$ cat src/wvb_pkg.sv
// ****************************************
// Sizes and shared types for the channel
// waveform buffer. Every block imports it.
// ****************************************

package wvb_pkg;

  // Sample memory
  localparam int ADR_WIDTH  = 10;
  localparam int WVB_DEPTH  = 1024;
  localparam int USED_WIDTH = ADR_WIDTH + 1;

  // Window configuration
  localparam int PRE_WIDTH  = 5;
  localparam int POST_WIDTH = 8;
  localparam int PTB_DEPTH  = 2 ** PRE_WIDTH;
  // Holds pre + post + 1 at their maximum
  localparam int WIN_WIDTH  = POST_WIDTH + 1;

  // Header FIFO
  localparam int HDR_DEPTH     = 8;
  localparam int HDR_ADR_WIDTH = $clog2(HDR_DEPTH);
  localparam int NWVF_WIDTH    = $clog2(HDR_DEPTH + 1);

  // Input fields
  localparam int ADC_WIDTH   = 12;
  localparam int DISCR_WIDTH = 8;
  localparam int LTC_WIDTH   = 48;
  localparam int SRC_WIDTH   = 2;

  typedef struct packed {
    logic [ADC_WIDTH-1:0]   adc;
    logic [DISCR_WIDTH-1:0] discr;
    logic                   tot;
  } wvb_sample_t;

  // One entry per captured window
  typedef struct packed {
    logic [ADR_WIDTH-1:0] start_addr;
    logic [ADR_WIDTH-1:0] stop_addr;
    logic [LTC_WIDTH-1:0] ltc;
    logic [SRC_WIDTH-1:0] trig_src;
  } wvb_hdr_t;

endpackage
$ cat src/wvb_wr_ctrl.sv
`timescale 1ns/1ps
// ****************************************
// Write controller. Arms the channel,
// accepts triggers that fit, steps the
// write address over the window and
// builds the header for each capture.
// ****************************************

module wvb_wr_ctrl (
  input  logic                           clk,
  input  logic                           reset,
  input  logic [wvb_pkg::LTC_WIDTH-1:0]  ltc_in,
  input  logic                           trig,
  input  logic [wvb_pkg::SRC_WIDTH-1:0]  trig_src,
  input  logic                           arm,
  input  logic [wvb_pkg::PRE_WIDTH-1:0]  pre_conf,
  input  logic [wvb_pkg::POST_WIDTH-1:0] post_conf,
  input  logic                           ptb_rdy,
  input  logic [wvb_pkg::USED_WIDTH-1:0] wvb_used,
  input  logic                           hdr_full,
  output logic                           wr_en,
  output logic [wvb_pkg::ADR_WIDTH-1:0]  wr_addr,
  output logic                           hdr_wr,
  output wvb_pkg::wvb_hdr_t              hdr_in,
  output logic                           armed,
  output logic                           overflow
);
  import wvb_pkg::*;

  typedef enum logic [1:0] {
    S_IDLE,
    S_ARMED,
    S_WRITE,
    S_HDR
  } state_t;

  state_t                state;
  logic [ADR_WIDTH-1:0]  wr_ptr;
  logic [WIN_WIDTH-1:0]  win_len;
  logic [WIN_WIDTH-1:0]  remaining;
  logic [USED_WIDTH-1:0] free_words;
  logic                  fits;
  logic                  accept;
  logic                  drop;
  logic                  last_write;
  wvb_hdr_t              hdr_q;

  // Window is pre + trigger sample + post
  assign win_len    = WIN_WIDTH'(pre_conf) + WIN_WIDTH'(post_conf) + 1'b1;
  assign free_words = USED_WIDTH'(WVB_DEPTH) - wvb_used;
  assign fits       = (free_words >= USED_WIDTH'(win_len)) && !hdr_full;

  assign accept = (state == S_ARMED) && trig && ptb_rdy && fits;
  assign drop   = (state == S_ARMED) && trig && ptb_rdy && !fits;

  assign last_write = wr_en && (remaining == WIN_WIDTH'(1));

  assign armed   = (state == S_ARMED);
  assign wr_en   = (state == S_WRITE);
  assign hdr_wr  = (state == S_HDR);
  assign wr_addr = wr_ptr;
  assign hdr_in  = hdr_q;

  always_ff @(posedge clk) begin
    if (reset) begin
      state     <= S_IDLE;
      wr_ptr    <= '0;
      remaining <= '0;
      overflow  <= 1'b0;
    end else begin
      // Sticky until reset
      if (drop) begin
        overflow <= 1'b1;
      end
      case (state)
        S_IDLE, S_HDR: begin
          state <= arm ? S_ARMED : S_IDLE;
        end
        S_ARMED: begin
          if (accept) begin
            state     <= S_WRITE;
            remaining <= win_len;
          end
        end
        S_WRITE: begin
          wr_ptr    <= wr_ptr + 1'b1;
          remaining <= remaining - 1'b1;
          if (last_write) begin
            state <= S_HDR;
          end
        end
        default: state <= S_IDLE;
      endcase
    end
  end

  // Start, time and source at the trigger, stop at the last write
  always_ff @(posedge clk) begin
    if (accept) begin
      hdr_q.start_addr <= wr_ptr;
      hdr_q.ltc        <= ltc_in;
      hdr_q.trig_src   <= trig_src;
    end
    if (last_write) begin
      hdr_q.stop_addr <= wr_ptr;
    end
  end

endmodule

$ cat config.mk
export PLATFORM = sky130hd
export DESIGN_NAME = wvb_wr_ctrl
export DESIGN_NICKNAME = d
export VERILOG_FILES = /design/src/wvb_pkg.sv /design/src/wvb_wr_ctrl.sv
export SDC_FILE = /design/constraint.sdc
export NUM_CORES = 1
export LEC_CHECK = 0
export ABC_CLOCK_PERIOD_IN_PS = 9100
export BUFFER_PORTS_ARGS = -buffer_cell sky130_fd_sc_hd__buf_4
export CAP_MARGIN = 20
export CORE_UTILIZATION = 50
export CTS_BUF_LIST = sky130_fd_sc_hd__clkbuf_8
export DETAILED_ROUTE_END_ITERATION = 6
export PLACE_DENSITY = 0.8
export SLEW_MARGIN = 5
export SYNTH_ARGS = -nofsm -noshare
export SYNTH_HDL_FRONTEND = slang
export SYNTH_SLANG_ARGS = --single-unit
export TNS_END_PERCENT = 100
$ cat constraint.sdc
create_clock -name clk -period 9.1 [get_ports clk]
set_input_delay 1.82 -clock clk [delete_from_list [all_inputs] [get_ports clk]]
set_output_delay 1.82 -clock clk [all_outputs]
set_load 0.01 [all_outputs]
Word-level counts from Yosys, hierarchy flattened
Index checks and enable logic that the tools add are counted.
- flip-flop bits (word level): 92
- input bits: 80
- add/sub/neg operators: 5
- $lt $le $gt $ge: 1
- equality and inequality tests: 6
- multiplexer cells: 6
- reduce and logical (&&, ||, !) cells: 13
- operators with widths (cell ; number):
    9-bit case mux with 2 select lines ; 1
    11-bit by 9-bit greater-or-equal comparator with 1-bit output ; 1
    11-bit subtractor (first input constant) ; 1
    10-bit by 1-bit adder with 10-bit output (second input constant) ; 1
    5-bit by 8-bit adder with 9-bit output ; 1
    9-bit by 1-bit adder with 9-bit output (second input constant) ; 1
    9-bit by 1-bit equality test with 1-bit output (second input constant) ; 1
    9-bit two-way mux ; 1
    9-bit by 1-bit subtractor with 9-bit output (second input constant) ; 1
    1-bit logical AND ; 6
    2-bit case mux with 3 select lines ; 1
    2-bit equality test (second input constant) ; 2
    2-bit two-way mux ; 2
    2-bit by 1-bit != test with 1-bit output (second input constant) ; 2
    2-bit AND reduction ; 2
    2-bit by 1-bit equality test with 1-bit output (second input constant) ; 1
    1-bit logical NOT ; 2
    2-bit logical NOT ; 1
    2-bit nonzero test ; 1
    2-bit OR reduction ; 1
    1-bit two-way mux ; 1

Depth between registers and ports, before layout
- depth in word-level cells: 7
- depth in mapped cells: 16

Worst setup path before layout
No wires, ideal clock.
- path type: input port to flip-flop
- start point: input pre_conf[0] in the netlist's numbering
- end point: register remaining[7]
- arrival time: 7.095 ns
- required time: 9.023 ns
- setup slack: 1.928 ns
- stages on the path: 16
- cells stage by stage: inv_1 ha_1 fa_1 nor2b_1 o21ai_0 a21boi_0 o21ai_0 xor2_1 ha_1 nand4_1 nor2_1 a2111oi_2 o211a_4 nor2_1 o311ai_0 nor2_1
- cells in the longest elaborated chain, start to end: 7
- elaborated cells on any way between the ends: 9
- ends and longest elaborated chain (what ; RTL line ; text):
    start: declaration ; wvb_wr_ctrl.sv:16 ; input logic [wvb_pkg::PRE_WIDTH-1:0] pre_conf,
    5-bit by 8-bit adder with 9-bit output ; wvb_wr_ctrl.sv:49 ; assign win_len = WIN_WIDTH'(pre_conf) + WIN_WIDTH'(post_conf) + 1'b1;
    9-bit by 1-bit adder with 9-bit output ; wvb_wr_ctrl.sv:49 ;
    11-bit by 9-bit greater-or-equal comparator with 1-bit output ; wvb_wr_ctrl.sv:51 ; assign fits = (free_words >= USED_WIDTH'(win_len)) && !hdr_full;
    1-bit logical AND ; wvb_wr_ctrl.sv:51 ;
    1-bit logical AND ; wvb_wr_ctrl.sv:53 ; assign accept = (state == S_ARMED) && trig && ptb_rdy && fits;
    named net accept ; wvb_wr_ctrl.sv:43 ; logic accept;
    2-bit by 1-bit != test with 1-bit output (no source line) ; n/a ;
    2-bit AND reduction (no source line) ; n/a ;
    end signal: assignment ; wvb_wr_ctrl.sv:82 ; remaining <= win_len;
    end signal: assignment ; wvb_wr_ctrl.sv:87 ; remaining <= remaining - 1'b1;
    end: declaration ; wvb_wr_ctrl.sv:40 ; logic [WIN_WIDTH-1:0] remaining;
The timed path passes the listed nets, and every way through them passes these cells. The select of a mux whose other input is x is not followed.
A chain may end at the register's enable or synchronous reset.

Final worst setup path
Ends and elaborated chain as after synthesis.

==> run summary <==
CTS tree - built
Dpl cell area - 5420 um2
Fmax - 193 MHz
Post-placement cell count - 576
Worst skew pair latency - 0.34 ns
Hold_ws - 0.496 ns
Crit share post-route - 56.8%
Port bufs - 163
Min cycle time layout - 5.17 ns
Worst path bufs/invs - 3
Ant diodes - 0
Crit path max-delay family - compound AO/OA/AOI/OAI gates
Startpoint types - input port
All-Layer GR Usage - 22.7%
Design Power - 0.00109 W
Syn Inst Count - 315
Worst-path cell chain - buf_4, inv_1, ha_1, fa_1, nor2b_1, o21ai_0, a21boi_0, o21ai_0, xor2_1, ha_1, nand4_1, nor2_1, a2111oi_2, o211a_4, nor2_4, buf_4, o311ai_0, nor2_1
First-pass GRT wire length - 14.7 mm
CP arrival - 5.39 ns
Remaining Overflow, GRT - 0
CTS max path bufs - 2
Clock skew - 0.00910 ns
DR WL/cell - 15.7 um
Mean Syn Cell Area - 12.9 um2
Post-route cell area - 5620 um2
Final-report setup violation count - 0
Leak Pwr - 2.35 nW
Clock buffer count from CTS - 9
H-tree Lvls - 3
Crit path capture type - flop
First-pass iteration count of the detailed router - 4
Setup CP Type - in -> reg
Final Max Slew Viols - 0
Num ports - 164
Root Driver - clkbuf_8
RePlAce Congestion - 0.918
Initial antenna violation count - 0
EDFF count, synth - 70
CP max-delay cell - o311ai_0
Sequential Area - 2540 um2
Share of cells above drive strength 1 - 39.8%
Distinct cells, synth - 58
Normalized max-slew margin - 34.2%
Drc violations - 0
Post-DRT Antenna Nets - 0
Pwr Density - 195 nW/um2
Status - completed
Clock transition at path regs - 0.08 ns
DIE AREA - 8510 um2
Worst-path fanout max - 62
Net Count, Synth - 418
Multi-input logic area - 1450 um2
CP peak stage delay - 0.43 ns
Ys async rst share - 0%
Iter 0 DRT Violations - 107
Via count - 3127
Worst Hold Class - reg -> reg
VDD IR-drop max - 0.122 mV
# resized after CTS - 0
Maxcap violations - 0
Worst EP required - 9.32 ns
Commonest non-fill, non-tap cells in the layout - 164 x buf_4, 70 x edfxtp_1, 29 x nor2_1, 22 x ha_1, 22 x dfxtp_1
Rows - 32
# fillers - 560
Yosys warning count - 0
Die W - 92.2 um
Number of global-route vias before repair - 3039
Hold buffers post-CTS - 0
Hold Fails Final Rpt - 0
Final Non-Filler Cells - 592
Synthesized flop and latch total - 92
P&R area growth vs syn - 38.0%
Dpl hpwl - 7.25 mm
Slew @ Worst Pin - 0.983 ns
Via density - 5.28
Postcts setup bufs - 0
CTS sink count - 92
Setup TNS Final - 0 ns
Chip height - 92.2 um
Number of nets at the end of the flow - 588
Dominant synthesized flop cell - edfxtp_1
Core box area - 7810 um2
Register area share after synthesis - 62.4%
Largest net degree at the start of global routing - 63
Starting Density - 52.1%
Most common cell after layout, fill and taps aside - buf_4
Synthesized area - 4070 um2
RSZ-0062 raised after global routing - no
WL final - 9.32 mm
-- layout make-up --
class                   count  area share (%)
flip-flops and latches     92            45.3
clock inverters             7            1.34
inverters                  18            1.20
repair buffers            164            21.9
well taps                 102            2.27
clock buffers               9            2.21
multi-input cells         200            25.8
-- worst reg2reg max path: cells and delay by family (launching register included) --
kind          cells  cell delay (ns)
fa+ha+maj         1             0.61
buf+inv           2             0.39
flops             1             0.35
simple gates      1             0.82
-- cells by family (layout without fill, tap and decap cells) --
| kind of cell | count (synthesis) | after routing | share of synthesized area, % |
|---|---|---|---|
| and+or+nand+nor | 100 | 100 | 12.9 |
| DFF | 92 | 92 | 62.4 |
| AOI/OAI and AO/OA | 55 | 55 | 10.3 |
| adders and majority gates | 23 | 23 | 7.25 |
| buffers and inverters | 23 | 198 | 2.15 |
| xor gates and xnor gates | 18 | 18 | 3.87 |
| muxes | 4 | 4 | 1.11 |
-- state kept, by name, indices dropped and copies added (netlist names) --
name       count
hdr_in        70
wr_addr       10
overflow       1
state          2
remaining      9
-- report_power, final --
part	internal (W)	total (W)	switching, W	leakage [nW]
combinational	0.000144	0.000310	0.000166	1.43
sequential	0.000487	0.000514	0.0000275	0.815
clock	0.000130	0.000268	0.000139	0.105
total	0.000760	0.00109	0.000332	2.35
-- per-stage QoR --
stage / worst slack (ns) / utilization [%]
after floorplan: 1.93 / -
after global placement: 3.72 / 69.4
after detailed placement: 3.60 / 69.4
after CTS: 3.94 / 71.9
after global routing: 3.54 / 71.9
final: 3.93 / 71.9
-- layer usage --
| metal | part of all wire, % | GRT usage (%) | wire [um] | up-vias |
|---|---|---|---|---|
| met5 | 0 | 0 | 0 | - |
| li1 | - | - | - | 1518 |
| met3 | 5.9 | 4.81 | 548 | 16 |
| met4 | 2.2 | 7.55 | 206 | 0 |
| met2 | 51 | 40.0 | 4750 | 135 |
| met1 | 41 | 27.5 | 3810 | 1458 |
-- worst paths after layout --
path                                   from           end  slack (ns)  cells past startpoint
worst max-delay path            pre_conf[0]  remaining[7]        3.93                     18
worst min-delay path               overflow      overflow        0.50                      2
worst min register to register     overflow      overflow        0.50                      2
worst max register to register     state[0]    hdr_in[50]        6.55                      4
-- cells in the mapped netlist, types with 5 or more instances --
cell type	count	share of area (%)
or3_1	5	0.77
nor2b_1	5	0.77
xnor2_1	6	1.3
inv_1	18	1.7
nand3_1	6	0.74
nor3_1	8	0.98
o21ai_0	13	1.6
a21oi_1	8	0.98
xor2_1	12	2.6
nor2_1	30	2.8
dfxtp_1	22	11
ha_1	22	6.8
nand2_1	17	1.6
edfxtp_1	70	52
Note: power is estimated with default switching activity, not from simulation.
